--- src/common/eth_rx_pkg.sv ---
/*
 Shared XGMII codes, beat structs and state types for the 10G receive path.
 The word geometry is fixed at 32 bits. stats_t follows the default 16-bit count width.
*/
`default_nettype none

package eth_rx_pkg;

    // XGMII control characters as they appear on a lane with its control flag set
    localparam logic [7:0] RS_IDLE  = 8'h07;
    localparam logic [7:0] RS_START = 8'hFB;
    localparam logic [7:0] RS_TERM  = 8'hFD;
    localparam logic [7:0] RS_ERROR = 8'hFE;

    // Word geometry, not a parameter since start handling relies on 32 bits
    localparam int DATA_WIDTH  = 32;
    localparam int DATA_NBYTES = DATA_WIDTH / 8;

    // One raw XGMII word, lane 0 in the low byte
    typedef struct packed {
        logic [DATA_WIDTH-1:0]  data;
        logic [DATA_NBYTES-1:0] ctl;
    } xgmii_word_t;

    // Registered word from the locator, with the one-hot Terminate lane
    typedef struct packed {
        xgmii_word_t            xgmii;
        logic                   valid;
        logic [DATA_NBYTES-1:0] term_loc;
    } rx_word_t;

    // AXI-Stream style beat without tready
    // tuser set with tlast marks a frame whose FCS matched
    typedef struct packed {
        logic [DATA_WIDTH-1:0]  tdata;
        logic [DATA_NBYTES-1:0] tkeep;
        logic                   tvalid;
        logic                   tlast;
        logic                   tuser;
    } axis_beat_t;

    // Receive MAC frame state
    typedef enum logic {
        IDLE,
        DATA
    } rx_state_t;

    // Snapshot of the frame counters
    // The fields are 16 bits to match the default COUNT_WIDTH of the top level
    typedef struct packed {
        logic [15:0] good_frames;
        logic [15:0] bad_frames;
    } stats_t;

endpackage

`default_nettype wire
--- src/rtl/eth_rx_top.sv ---
/*
 10G Ethernet receive path from raw XGMII words to AXIS beats and frame statistics.
 One register stage from XGMII to the beat. No back-pressure and a single clock.
*/
`timescale 1ns/1ps
`default_nettype none

module eth_rx_top #(
    parameter int COUNT_WIDTH = 16
) (
    input  wire                          i_clk,
    input  wire                          i_reset,
    input  wire eth_rx_pkg::xgmii_word_t i_xgmii,
    input  wire                          i_phy_rx_valid,
    output eth_rx_pkg::axis_beat_t       o_axis,
    input  wire                          i_stats_req,
    output logic                         o_stats_ack,
    output eth_rx_pkg::stats_t           o_stats
);

    // Locator to MAC, one registered word per cycle
    eth_rx_pkg::rx_word_t rx_word;

    rx_term_locator u_locator (
        .i_clk          (i_clk),
        .i_reset        (i_reset),
        .i_xgmii        (i_xgmii),
        .i_phy_rx_valid (i_phy_rx_valid),
        .o_word         (rx_word)
    );

    rx_mac u_rx_mac (
        .i_clk   (i_clk),
        .i_reset (i_reset),
        .i_word  (rx_word),
        .o_axis  (o_axis)
    );

    // The statistics block watches the same beats that leave the top level
    rx_frame_stats #(
        .COUNT_WIDTH (COUNT_WIDTH)
    ) u_stats (
        .i_clk       (i_clk),
        .i_reset     (i_reset),
        .i_axis      (o_axis),
        .i_stats_req (i_stats_req),
        .o_stats_ack (o_stats_ack),
        .o_stats     (o_stats)
    );

endmodule

`default_nettype wire

--- src/rtl/rx_frame_stats.sv ---
/*
 Saturating good and bad frame counters with a four-phase req/ack snapshot read.
 A COUNT_WIDTH above the 16-bit stats_t fields is truncated in the snapshot.
 Holding the request high does not refresh the counts.
*/
`timescale 1ns/1ps
`default_nettype none

module rx_frame_stats #(
    parameter int COUNT_WIDTH = 16
) (
    input  wire                          i_clk,
    input  wire                          i_reset,
    input  wire eth_rx_pkg::axis_beat_t  i_axis,
    input  wire                          i_stats_req,
    output logic                         o_stats_ack,
    output eth_rx_pkg::stats_t           o_stats
);

    localparam int SNAP_WIDTH = $bits(eth_rx_pkg::stats_t) / 2;

    // Handshake phases, ack is decoded from HS_ACK alone
    typedef enum logic [1:0] {
        HS_IDLE,
        HS_LATCH,
        HS_ACK
    } hs_state_t;

    hs_state_t              hs_q;
    logic [COUNT_WIDTH-1:0] good_cnt_q;
    logic [COUNT_WIDTH-1:0] bad_cnt_q;
    logic                   frame_done;

    // No ready, so a last beat counts as soon as it is valid
    assign frame_done = i_axis.tvalid && i_axis.tlast;

    always_ff @(posedge i_clk) begin
        if (i_reset) begin
            good_cnt_q <= '0;
            bad_cnt_q  <= '0;
        end else if (frame_done) begin
            // Both counters stick at all ones instead of wrapping
            if (i_axis.tuser) begin
                if (good_cnt_q != '1) begin
                    good_cnt_q <= good_cnt_q + 1'b1;
                end
            end else begin
                if (bad_cnt_q != '1) begin
                    bad_cnt_q <= bad_cnt_q + 1'b1;
                end
            end
        end
    end

    // Request seen in HS_IDLE latches the counts, ack follows one edge later
    always_ff @(posedge i_clk) begin
        if (i_reset) begin
            hs_q <= HS_IDLE;
        end else begin
            case (hs_q)
                HS_IDLE: begin
                    if (i_stats_req) begin
                        hs_q <= HS_LATCH;
                    end
                end
                HS_LATCH: begin
                    hs_q <= HS_ACK;
                end
                HS_ACK: begin
                    // Ack drops on the first edge that sees the request low
                    if (!i_stats_req) begin
                        hs_q <= HS_IDLE;
                    end
                end
                default: begin
                    hs_q <= HS_IDLE;
                end
            endcase
        end
    end

    // The snapshot only changes in HS_IDLE, so it is stable while ack is high
    always_ff @(posedge i_clk) begin
        if ((hs_q == HS_IDLE) && i_stats_req) begin
            o_stats <= '{good_frames: SNAP_WIDTH'(good_cnt_q),
                         bad_frames:  SNAP_WIDTH'(bad_cnt_q)};
        end
    end

    assign o_stats_ack = (hs_q == HS_ACK);

endmodule

`default_nettype wire

--- src/rx_mac/rx_mac.sv ---
/*
 10G receive MAC over 32-bit XGMII words with Terminate location supplied by the PCS.
 The data path is combinational, the start word and the SFD word make no beat.
 FCS bytes are passed through, tuser with tlast reports a matching CRC.
 No back-pressure, the PHY valid paces every beat.
*/
`timescale 1ns/1ps
`default_nettype none

module rx_mac (
    input  wire                       i_clk,
    input  wire                       i_reset,
    input  wire eth_rx_pkg::rx_word_t i_word,
    output eth_rx_pkg::axis_beat_t    o_axis
);

    eth_rx_pkg::rx_state_t state_q;
    eth_rx_pkg::rx_state_t state_d;

    // Fields of the incoming word
    logic [eth_rx_pkg::DATA_WIDTH-1:0]  rx_data;
    logic [eth_rx_pkg::DATA_NBYTES-1:0] rx_ctl;
    logic                               rx_valid;
    logic [eth_rx_pkg::DATA_NBYTES-1:0] term_loc;

    // Frame delimiting
    logic                               start_found;
    logic                               sfd_del_q;
    logic                               ctl_found;
    logic                               err_found;
    logic                               term_found;
    logic [eth_rx_pkg::DATA_NBYTES-1:0] term_keep;

    // Beat forming
    logic                               beat_valid;
    logic                               frame_end;
    logic [eth_rx_pkg::DATA_NBYTES-1:0] beat_keep;

    // CRC feed, one beat behind the output
    logic [eth_rx_pkg::DATA_WIDTH-1:0]  data_del_q;
    logic [eth_rx_pkg::DATA_NBYTES-1:0] keep_del_q;
    logic [eth_rx_pkg::DATA_NBYTES-1:0] crc_en;
    logic                               crc_reset;
    logic [31:0]                        crc_calc;
    logic [31:0]                        fcs_rx;
    logic                               crc_good;

    assign rx_data  = i_word.xgmii.data;
    assign rx_ctl   = i_word.xgmii.ctl;
    assign rx_valid = i_word.valid;
    assign term_loc = i_word.term_loc;

    // Start is only recognised in lane 0 and only between frames
    assign start_found = rx_valid && (state_q == eth_rx_pkg::IDLE) && rx_ctl[0] &&
                         (rx_data[7:0] == eth_rx_pkg::RS_START);

    assign ctl_found  = |rx_ctl;
    assign term_found = rx_valid && (|term_loc);

    always_comb begin
        err_found = 1'b0;
        for (int i = 0; i < eth_rx_pkg::DATA_NBYTES; i++) begin
            if (rx_ctl[i] && (rx_data[8*i +: 8] == eth_rx_pkg::RS_ERROR)) begin
                err_found = 1'b1;
            end
        end
    end

    // Keep the lanes below the first Terminate, so lane 0 gives an empty keep
    always_comb begin : term_keep_comb
        logic seen;
        seen = 1'b0;
        for (int i = 0; i < eth_rx_pkg::DATA_NBYTES; i++) begin
            term_keep[i] = !seen && !term_loc[i];
            seen         = seen | term_loc[i];
        end
    end

    always_ff @(posedge i_clk) begin
        if (i_reset) begin
            state_q <= eth_rx_pkg::IDLE;
        end else begin
            state_q <= state_d;
        end
    end

    // Any control character in a valid word closes the frame, Error included
    always_comb begin
        state_d = state_q;
        case (state_q)
            eth_rx_pkg::IDLE: begin
                if (start_found) begin
                    state_d = eth_rx_pkg::DATA;
                end
            end
            eth_rx_pkg::DATA: begin
                if (rx_valid && ctl_found) begin
                    state_d = eth_rx_pkg::IDLE;
                end
            end
            default: begin
                state_d = eth_rx_pkg::IDLE;
            end
        endcase
    end

    // The word after Start is all preamble and SFD, this flag hides it
    always_ff @(posedge i_clk) begin
        if (i_reset) begin
            sfd_del_q <= 1'b0;
        end else if (rx_valid) begin
            sfd_del_q <= start_found;
        end
    end

    // An Error word makes no beat, so an aborted frame never shows tlast
    assign beat_valid = (state_q == eth_rx_pkg::DATA) && rx_valid && !err_found && !sfd_del_q;
    assign frame_end  = beat_valid && ctl_found;

    always_comb begin
        if (!beat_valid) begin
            beat_keep = '0;
        end else if (term_found) begin
            beat_keep = term_keep;
        end else begin
            beat_keep = '1;
        end
    end

    always_comb begin
        o_axis.tdata  = rx_data;
        o_axis.tkeep  = beat_keep;
        o_axis.tvalid = beat_valid;
        o_axis.tlast  = frame_end;
        o_axis.tuser  = frame_end && term_found && crc_good;
    end

    // Previous valid word, fed to the CRC once the next word shows where the FCS sits
    always_ff @(posedge i_clk) begin
        if (rx_valid) begin
            data_del_q <= rx_data;
        end
    end

    always_ff @(posedge i_clk) begin
        if (i_reset) begin
            keep_del_q <= '0;
        end else if (rx_valid) begin
            keep_del_q <= beat_keep;
        end
    end

    // With Terminate in lane k the delayed lanes from k up are FCS
    // Valid-low cycles hold the CRC, so after a gap the held state still fits
    always_comb begin
        if (!rx_valid) begin
            crc_en = '0;
        end else if (term_found) begin
            crc_en = keep_del_q & term_keep;
        end else begin
            crc_en = keep_del_q;
        end
    end

    // Received FCS straddles the delayed and current words
    always_comb begin
        case (term_loc)
            4'b0001: fcs_rx = data_del_q;
            4'b0010: fcs_rx = {rx_data[7:0], data_del_q[31:8]};
            4'b0100: fcs_rx = {rx_data[15:0], data_del_q[31:16]};
            4'b1000: fcs_rx = {rx_data[23:0], data_del_q[31:24]};
            default: fcs_rx = rx_data;
        endcase
    end

    assign crc_reset = i_reset || (state_q == eth_rx_pkg::IDLE);
    assign crc_good  = (crc_calc == fcs_rx);

    slicing_crc u_rx_crc (
        .i_clk   (i_clk),
        .i_reset (crc_reset),
        .i_data  (data_del_q),
        .i_valid (crc_en),
        .o_crc   (crc_calc)
    );

endmodule

`default_nettype wire

--- src/rx_mac/slicing_crc.sv ---
/*
 Reflected CRC-32 (IEEE 802.3) over up to four bytes per cycle.
 o_crc already includes the bytes enabled this cycle and is inverted.
 Synchronous reset loads the all-ones seed.
*/
`timescale 1ns/1ps
`default_nettype none

module slicing_crc (
    input  wire                                      i_clk,
    input  wire                                      i_reset,
    input  wire [eth_rx_pkg::DATA_WIDTH-1:0]         i_data,
    input  wire [eth_rx_pkg::DATA_NBYTES-1:0]        i_valid,
    output logic [31:0]                              o_crc
);

    localparam logic [31:0] CRC_INIT = 32'hFFFF_FFFF;
    // Bit-reversed form of 0x04C11DB7
    localparam logic [31:0] CRC_POLY = 32'hEDB8_8320;

    logic [31:0] crc_q;
    logic [31:0] crc_next;

    // Byte 0 goes in first, each byte is shifted LSB first
    // Disabled lanes are skipped, the MAC only enables low-order lanes
    always_comb begin
        crc_next = crc_q;
        for (int b = 0; b < eth_rx_pkg::DATA_NBYTES; b++) begin
            if (i_valid[b]) begin
                crc_next[7:0] = crc_next[7:0] ^ i_data[8*b +: 8];
                for (int k = 0; k < 8; k++) begin
                    if (crc_next[0]) begin
                        crc_next = (crc_next >> 1) ^ CRC_POLY;
                    end else begin
                        crc_next = crc_next >> 1;
                    end
                end
            end
        end
    end

    always_ff @(posedge i_clk) begin
        if (i_reset) begin
            crc_q <= CRC_INIT;
        end else begin
            crc_q <= crc_next;
        end
    end

    // Result is ready in the same cycle as the last enabled byte
    assign o_crc = ~crc_next;

endmodule

`default_nettype wire

--- src/rtl/rx_term_locator.sv ---
/*
 PCS-side register stage. Flags the lanes carrying Terminate ahead of the MAC.
 Data and Terminate location are held while the PHY valid is low.
*/
`timescale 1ns/1ps
`default_nettype none

module rx_term_locator (
    input  wire                       i_clk,
    input  wire                       i_reset,
    input  wire eth_rx_pkg::xgmii_word_t i_xgmii,
    input  wire                       i_phy_rx_valid,
    output eth_rx_pkg::rx_word_t      o_word
);

    logic [eth_rx_pkg::DATA_NBYTES-1:0] term_loc;
    eth_rx_pkg::xgmii_word_t            xgmii_q;
    logic                               valid_q;
    logic [eth_rx_pkg::DATA_NBYTES-1:0] term_loc_q;

    // One comparator per lane, a lane only counts when its control flag is set
    always_comb begin
        for (int i = 0; i < eth_rx_pkg::DATA_NBYTES; i++) begin
            term_loc[i] = i_xgmii.ctl[i] &&
                          (i_xgmii.data[8*i +: 8] == eth_rx_pkg::RS_TERM);
        end
    end

    // Word payload is only captured on valid cycles
    always_ff @(posedge i_clk) begin
        if (i_phy_rx_valid) begin
            xgmii_q <= i_xgmii;
        end
    end

    // Valid follows the PHY every cycle, the lane flags are held with the data
    always_ff @(posedge i_clk) begin
        if (i_reset) begin
            valid_q    <= 1'b0;
            term_loc_q <= '0;
        end else begin
            valid_q <= i_phy_rx_valid;
            if (i_phy_rx_valid) begin
                term_loc_q <= term_loc;
            end
        end
    end

    assign o_word.xgmii    = xgmii_q;
    assign o_word.valid    = valid_q;
    assign o_word.term_loc = term_loc_q;

endmodule

`default_nettype wire

--- config.mk ---
export PLATFORM = sky130hd
export DESIGN_NAME = eth_rx_top
export DESIGN_NICKNAME = d
export VERILOG_FILES = /design/src/common/eth_rx_pkg.sv /design/src/rtl/eth_rx_top.sv /design/src/rtl/rx_frame_stats.sv /design/src/rx_mac/rx_mac.sv /design/src/rx_mac/slicing_crc.sv /design/src/rtl/rx_term_locator.sv
export SDC_FILE = /design/constraint.sdc
export NUM_CORES = 1
export LEC_CHECK = 0
export BUFFER_PORTS_ARGS = -buffer_cell sky130_fd_sc_hd__buf_4
export CAP_MARGIN = 20
export CELL_PAD_IN_SITES_DETAIL_PLACEMENT = 0
export CELL_PAD_IN_SITES_GLOBAL_PLACEMENT = 1
export CORE_AREA = 2 2 191 193
export DETAILED_ROUTE_END_ITERATION = 8
export DIE_AREA = 0 0 193 195
export MAX_ROUTING_LAYER = met4
export PLACE_DENSITY_LB_ADDON = 0.1
export SLEW_MARGIN = 20
export SYNTH_ARGS = -nofsm -noshare
export SYNTH_HDL_FRONTEND = slang
export SYNTH_SLANG_ARGS = --single-unit
--- constraint.sdc ---
create_clock -name i_clk -period 7.93 [get_ports i_clk]
set_input_delay 1.586 -clock i_clk [delete_from_list [all_inputs] [get_ports i_clk]]
set_output_delay 1.586 -clock i_clk [all_outputs]
set_load 0.02 [all_outputs]
==> out/qor.txt, run 1 <==
PortBufs - 111
clk buf depth - 2
Crit Path Max Fanout - 6
Via-to-Cell Ratio - 6.07
crit end category - primary output
area delta synth->final - 21.5%
register area - 4550 um^2
FF-to-FF Start - u_rx_mac.data_del_q[1]
reg2reg end - u_stats.good_cnt_q[5]
Setup-failing EPs final - 0
final worst slack - 110 ps
R2R cell count - 20
hold path depth - 0
GPL Wtd Cong - 0.950
area of the multi-input gates - 10900 um^2
status - completed
max-capacitance violation count - 0
hold_sp - u_stats.bad_cnt_q[13]
final WL - 59500 um
crit start category - flip-flop
Synth Cell Area - 15500 um^2
Setup WS pre-CTS - 59.8 ps
Starting Density - 0.437
Critical Path RT - 6340 ps
first-pass GRT wire length - 86000 um
Die H - 195 um
LEAKAGE - 7.33 nW
initial antenna violation count - 0
H-Tree Depth - 4
hold endpoint - u_stats.o_stats[13]
pin count of the biggest net entering global routing - 63
crit path kind - reg -> out
post-synthesis cell count - 1607
DP Wirelength - 45900 um
clock buffer count from CTS - 17
WL/cell - 26.6 um
final hold slack - 478 ps
clock skew - 15.1 ps
Core Region - 35400 um^2
RSZ-0062 raised after global routing - yes
# nets final - 1803
Die W - 193 um
antenna viol nets, final - 0
worst rel slew slack - 0.205
CTS sink cnt - 177
Yosys cell types - 105
total congestion overflow - 0
vias in the first global route - 12810
Max Clock Freq - 0.128 GHz
EDFF count, synth - 100
Placed Instances - 2145
cts-stage hold buffer count - 0
Power Dens Cells - 159 nW/um^2
fin crit period - 7820 ps
Die ar. - 37600 um^2
drt pass-1 iters - 6
Critical Path AT - 6230 ps
Clk Latency, worst-skew pair - 460 ps
worst slew pin tran - 1180 ps
Yosys warnings - 0
period utilisation layout - 0.986
Power Total - 2.99 mW
most frequent cells in the layout - buf_4, xnor2_1, nand2_1
Yosys reg bits - 177
Via Count - 13579
clock-pin transition on the worst setup and hold timing paths - 70 ps
Final Hold Vio Count - 0
DRC - 0
async set-reset flop share out of synthesis - 0
Clock Root Buffer - clkbuf_16
Overall Global Routing Usage - 0.325
setup slack, reg-to-reg - 930 ps
share of cells above drive strength 1 - 0.271
Seq/Total Area, Yosys - 0.294
syn avg cell area - 9.63 um^2
Hold Path Class - reg -> reg
Iteration-0 DRC Markers - 1249
Worst VDD drop - 0.000236 V
CTS tree - yes
Rows - 69
fin cells - 2236
most common cell after layout, fill and taps aside - buf_4
syn_nets - 1649
I/O pins - 112
Fillers - 3293
Post-synth top flop - edfxtp_1
Max Slew Vio Count - 0
[repair_timing]
action | in CTS | in global routing
endpoints found under the setup margin | 1 | 1
pin swaps | 12 | 49
buffers inserted | 22 | 36
resized for setup | 32 | 103
[how the worst max path moves through the flow]
stage / startpoint / endpoint / slack, ps
2_1_floorplan: u_locator.valid_q / o_axis[0] / 30
3_3_place_gp: u_rx_mac.data_del_q[1] / o_axis[0] / 100
3_5_place_dp: u_rx_mac.data_del_q[0] / o_axis[0] / 60
4_1_cts: u_rx_mac.data_del_q[5] / o_axis[0] / 0.5
5_1_grt: u_rx_mac.data_del_q[1] / o_axis[0] / -50
6_report: u_rx_mac.data_del_q[1] / o_axis[0] / 110
[cell type report]
class / instances / share of cell area
timing repair buffer: 267 / 0.113
antenna: 1 / 0.000133
inverter: 16 / 0.00319
multi-input combinational: 1282 / 0.580
sequential: 177 / 0.242
clock buffer: 17 / 0.0226
tap: 461 / 0.0307
clock inverter: 15 / 0.00878
[kinds of logic (layout without fill, tap and decap cells)]
| group | Yosys count | after routing | synth area share |
|---|---|---|---|
| AND/OR/NAND/NOR | 515 | 515 | 0.170 |
| AO/OA/AOI/OAI | 386 | 386 | 0.176 |
| XOR/XNOR | 319 | 319 | 0.270 |
| flip-flops | 177 | 177 | 0.294 |
| buffers and inverters | 148 | 315 | 0.0466 |
| multiplexers | 60 | 60 | 0.0424 |
| adder cells (fa/ha/maj) | 2 | 2 | 0.00162 |
| other | 0 | 1 | 0 |
[registers in the layout, summed over array words and instances, names as in the netlist, 2 cells and up]
signal                   cells
u_locator.o_word            36
u_rx_mac.data_del_q         32
u_rx_mac.u_rx_crc.crc_q     32
u_stats.o_stats             32
u_stats.bad_cnt_q           16
u_stats.good_cnt_q          16
u_locator.term_loc_q         4
u_rx_mac.keep_del_q          4
u_stats.hs_q                 2
[critical path: stages, from the launching register on]
cell      delay, ps
edfxtp_1        460
xnor3_1         400
xnor3_1         430
mux2_4          360
or2_4           320
xnor2_4         190
xnor3_1         270
o21a_4          260
xnor2_4         200
buf_4           170
xnor3_1         280
xnor2_2         310
a21o_1          220
xnor3_2         490
xnor2_1         180
a32oi_1         150
or4_1           620
nand4b_1        200
nor2_1          120
buf_4           150
[Yosys cell counts, types with 7 or more instances]
library cell    n  area (um^2)
a211o_1         8         70.1
a211oi_1       14          105
a21o_1         11         82.6
a21oi_1        70          350
a22oi_1        60          450
and2_1         18          113
and3_1          9         56.3
buf_1          20         75.1
buf_4          34          255
clkbuf_1       67          251
dfxtp_1        77         1540
edfxtp_1      100         3000
inv_1          16         60.1
mux2_2          8         90.1
mux2i_1        41          410
nand2_1       128          480
nand2b_1       12         75.1
nand3_1        55          275
nand3b_1        7         52.6
nand4_1        22          138
nor2_1        123          462
nor2b_1        21          131
nor3_1         21          105
nor4_1         24          150
o211a_1         7         70.1
o211ai_1       31          233
o21a_1         12         90.1
o21ai_0        78          390
o21ai_1         8         40.0
o31ai_1         8         60.1
or2_2          12         75.1
or3_1          17          106
or4_1          10         75.1
xnor2_1       152         1330
xnor2_2        16          260
xnor2_4        19          523
xnor3_1        50         1130
xor2_1         68          596
xor3_1         11          262
[report_power, final]
part | switching, mW | total [mW] | internal, mW
Combinational | 0.525 | 1.02 | 0.499
Sequential | 0.0750 | 1.09 | 1.01
Clock | 0.425 | 0.873 | 0.449
Total | 1.03 | 2.99 | 1.96
[metrics by stage]
step                TNS, ps  cell area (um^2)  utilization
floorplan                 0             15500            -
global placement          0             17000        0.481
detailed placement        0             17000        0.481
CTS                       0             18000        0.507
global route          -53.6             18800        0.531
finish                    0             18800        0.531
[routing by layer]
metal / global-route usage / wire (um) / vias to the layer above
li1: - / - / 6166
met1: 0.430 / 25500 / 6705
met2: 0.491 / 27100 / 598
met3: 0.0413 / 3860 / 110
met4: 0.156 / 2980 / 0
met5: - / 0 / -
Power figures use the tool's default switching activity.
==> inputs of run 2 (changes only) <==
CORE_AREA = 2 2 201 183   (was 2 2 191 193)
DIE_AREA = 0 0 203 185   (was 0 0 193 195)
==> out/qor.txt, run 2 (same netlist as run 1, synthesis figures left out) <==
status - completed
H-Tree Depth - 4 (unchanged)
Critical Path RT - 6340 ps (about the same)
Iteration-0 DRC Markers - 1363 (+9.1%)
area delta synth->final - 23.0%
Via-to-Cell Ratio - 5.95 (-2.0%)
worst rel slew slack - 0.251 (+0.0464)
Die H - 185 um (-5.1%)
total congestion overflow - 0 (unchanged)
Crit Path Max Fanout - 6 (unchanged)
Die ar. - 37600 um^2 (-0.21%)
max-capacitance violation count - 0 (unchanged)
Worst VDD drop - 0.000161 V (-32%)
CTS sink cnt - 177 (unchanged)
cts-stage hold buffer count - 0 (unchanged)
FF-to-FF Start - u_rx_mac.data_del_q[3]
GPL Wtd Cong - 0.965 (+1.7%)
share of cells above drive strength 1 - 0.280 (+0.00913)
reg2reg end - u_stats.good_cnt_q[14]
period utilisation layout - 0.991 (+0.00451)
drt pass-1 iters - 6 (unchanged)
clock buffer count from CTS - 17 (unchanged)
Rows - 66 (-4.3%)
CTS tree - yes
Clock Root Buffer - clkbuf_16
Via Count - 13613 (+0.25%)
DRC - 0 (unchanged)
WL/cell - 26.8 um (+0.89%)
antenna viol nets, final - 0 (unchanged)
PortBufs - 111 (unchanged)
most frequent cells in the layout - buf_4, xnor2_1, nand2_1
first-pass GRT wire length - 87400 um (+1.7%)
Core Region - 35600 um^2 (+0.55%)
hold path depth - 0 (unchanged)
final WL - 61400 um (+3.2%)
initial antenna violation count - 2 (+2)
setup slack, reg-to-reg - 780 ps (-150 ps)
crit end category - primary output
vias in the first global route - 12808 (-0.016%)
Critical Path AT - 6270 ps (+40 ps)
max FFs per register - 36 (unchanged)
most common cell after layout, fill and taps aside - buf_4
fin crit period - 7860 ps (+35.7 ps)
hold_sp - u_stats.bad_cnt_q[10]
Max Clock Freq - 0.127 GHz (-0.46%)
clk buf depth - 2 (unchanged)
Max Slew Vio Count - 0 (unchanged)
Setup-failing EPs final - 0 (unchanged)
crit path kind - reg -> out
R2R cell count - 25 (+25%)
crit start category - flip-flop
pin count of the biggest net entering global routing - 53 (-16%)
Setup WS pre-CTS - -74.5 ps (-134 ps)
clock-pin transition on the worst setup and hold timing paths - 80 ps (about the same)
Starting Density - 0.435 (-0.00240)
hold endpoint - u_stats.o_stats[10]
Placed Instances - 2183 (+1.8%)
final hold slack - 440 ps (-38.5 ps)
Power Dens Cells - 161 nW/um^2 (+1.2%)
clock skew - 19.7 ps (+4.60 ps)
Final Hold Vio Count - 0 (unchanged)
worst slew pin tran - 1110 ps (-68.8 ps)
LEAKAGE - 7.48 nW (+2.1%)
final worst slack - 74.1 ps (-35.7 ps)
Die W - 203 um (+5.2%)
RSZ-0062 raised after global routing - yes
DP Wirelength - 47700 um (+3.9%)
Overall Global Routing Usage - 0.335 (+0.0107)
Hold Path Class - reg -> reg
fin cells - 2287 (+2.3%)
I/O pins - 112 (unchanged)
# nets final - 1838 (+1.9%)
Clk Latency, worst-skew pair - 470 ps (about the same)
## run 2: timing repair
action,in CTS,in global routing
pin swaps,17,55
resized for setup,37,78
setup endpoints to repair,1,1
cloned,0,0
buffers inserted,23,48
hold endpoints to repair,0,0
## run 2: worst max-delay path by stage
stage                                           from        end  slack [ps]  cells past startpoint
after detailed placement  u_rx_mac.u_rx_crc.crc_q[2]  o_axis[0]         -70                     20
after global placement        u_rx_mac.data_del_q[2]  o_axis[0]         -70                     21
after floorplan                    u_locator.valid_q  o_axis[0]          30                     21
after global routing          u_rx_mac.data_del_q[5]  o_axis[0]        -140                     23
final                         u_rx_mac.data_del_q[1]  o_axis[0]          70                     20
after CTS                     u_rx_mac.data_del_q[4]  o_axis[0]           3                     20
## run 2: stage by stage
| stage | power (mW) | util | area [um^2] | TNS [ps] |
|---|---|---|---|---|
| 6_report | 3.06 | 0.535 | 19000 | 0 |
| 2_1_floorplan | 1.71 | - | 15500 | 0 |
| 3_3_place_gp | 2.03 | 0.484 | 17200 | -65.8 |
| 5_1_grt | 3.17 | 0.535 | 19000 | -135 |
| 4_1_cts | 2.98 | 0.513 | 18300 | 0 |
| 3_5_place_dp | 2.03 | 0.484 | 17200 | -74.5 |
## run 2: per-layer routing
layer	vias to the layer above	routed length (um)	global-route usage
met5	-	0	-
li1	6257	-	-
met1	6649	27500	0.460
met4	0	2210	0.134
met2	610	25900	0.469
met3	97	5730	0.0864
## run 2: cell type report
class                   instances  area [um^2]
inverters                      16         60.1
multi-input cells            1282        10800
clock buffers                  17          425
diodes                          2         5.00
flip-flops and latches        177         4550
clock inverters                15          215
well taps                     476          596
fillers                      3255        16500
repair buffers                302         2410
## run 2: power by group
group | leakage, nW | switching, mW | internal (mW)
logic | 5.58 | 0.533 | 0.519
clock network | 0.308 | 0.476 | 0.441
registers | 1.59 | 0.0756 | 1.01
total | 7.48 | 1.08 | 1.97
## run 2: worst max-delay path, cell delays in order (launching register included)
cell	delay, ps
edfxtp_1	460
xnor3_1	380
xnor3_1	430
mux2_4	370
o211a_1	260
nor3_4	310
xnor2_4	190
o211ai_1	220
a2111oi_4	500
or4_4	220
a31oi_4	130
xnor2_4	360
xnor2_4	160
xnor3_1	450
a211o_1	300
a22oi_2	200
nand2_2	100
nor4_4	310
nand4b_1	140
nor2_2	150
buf_6	130
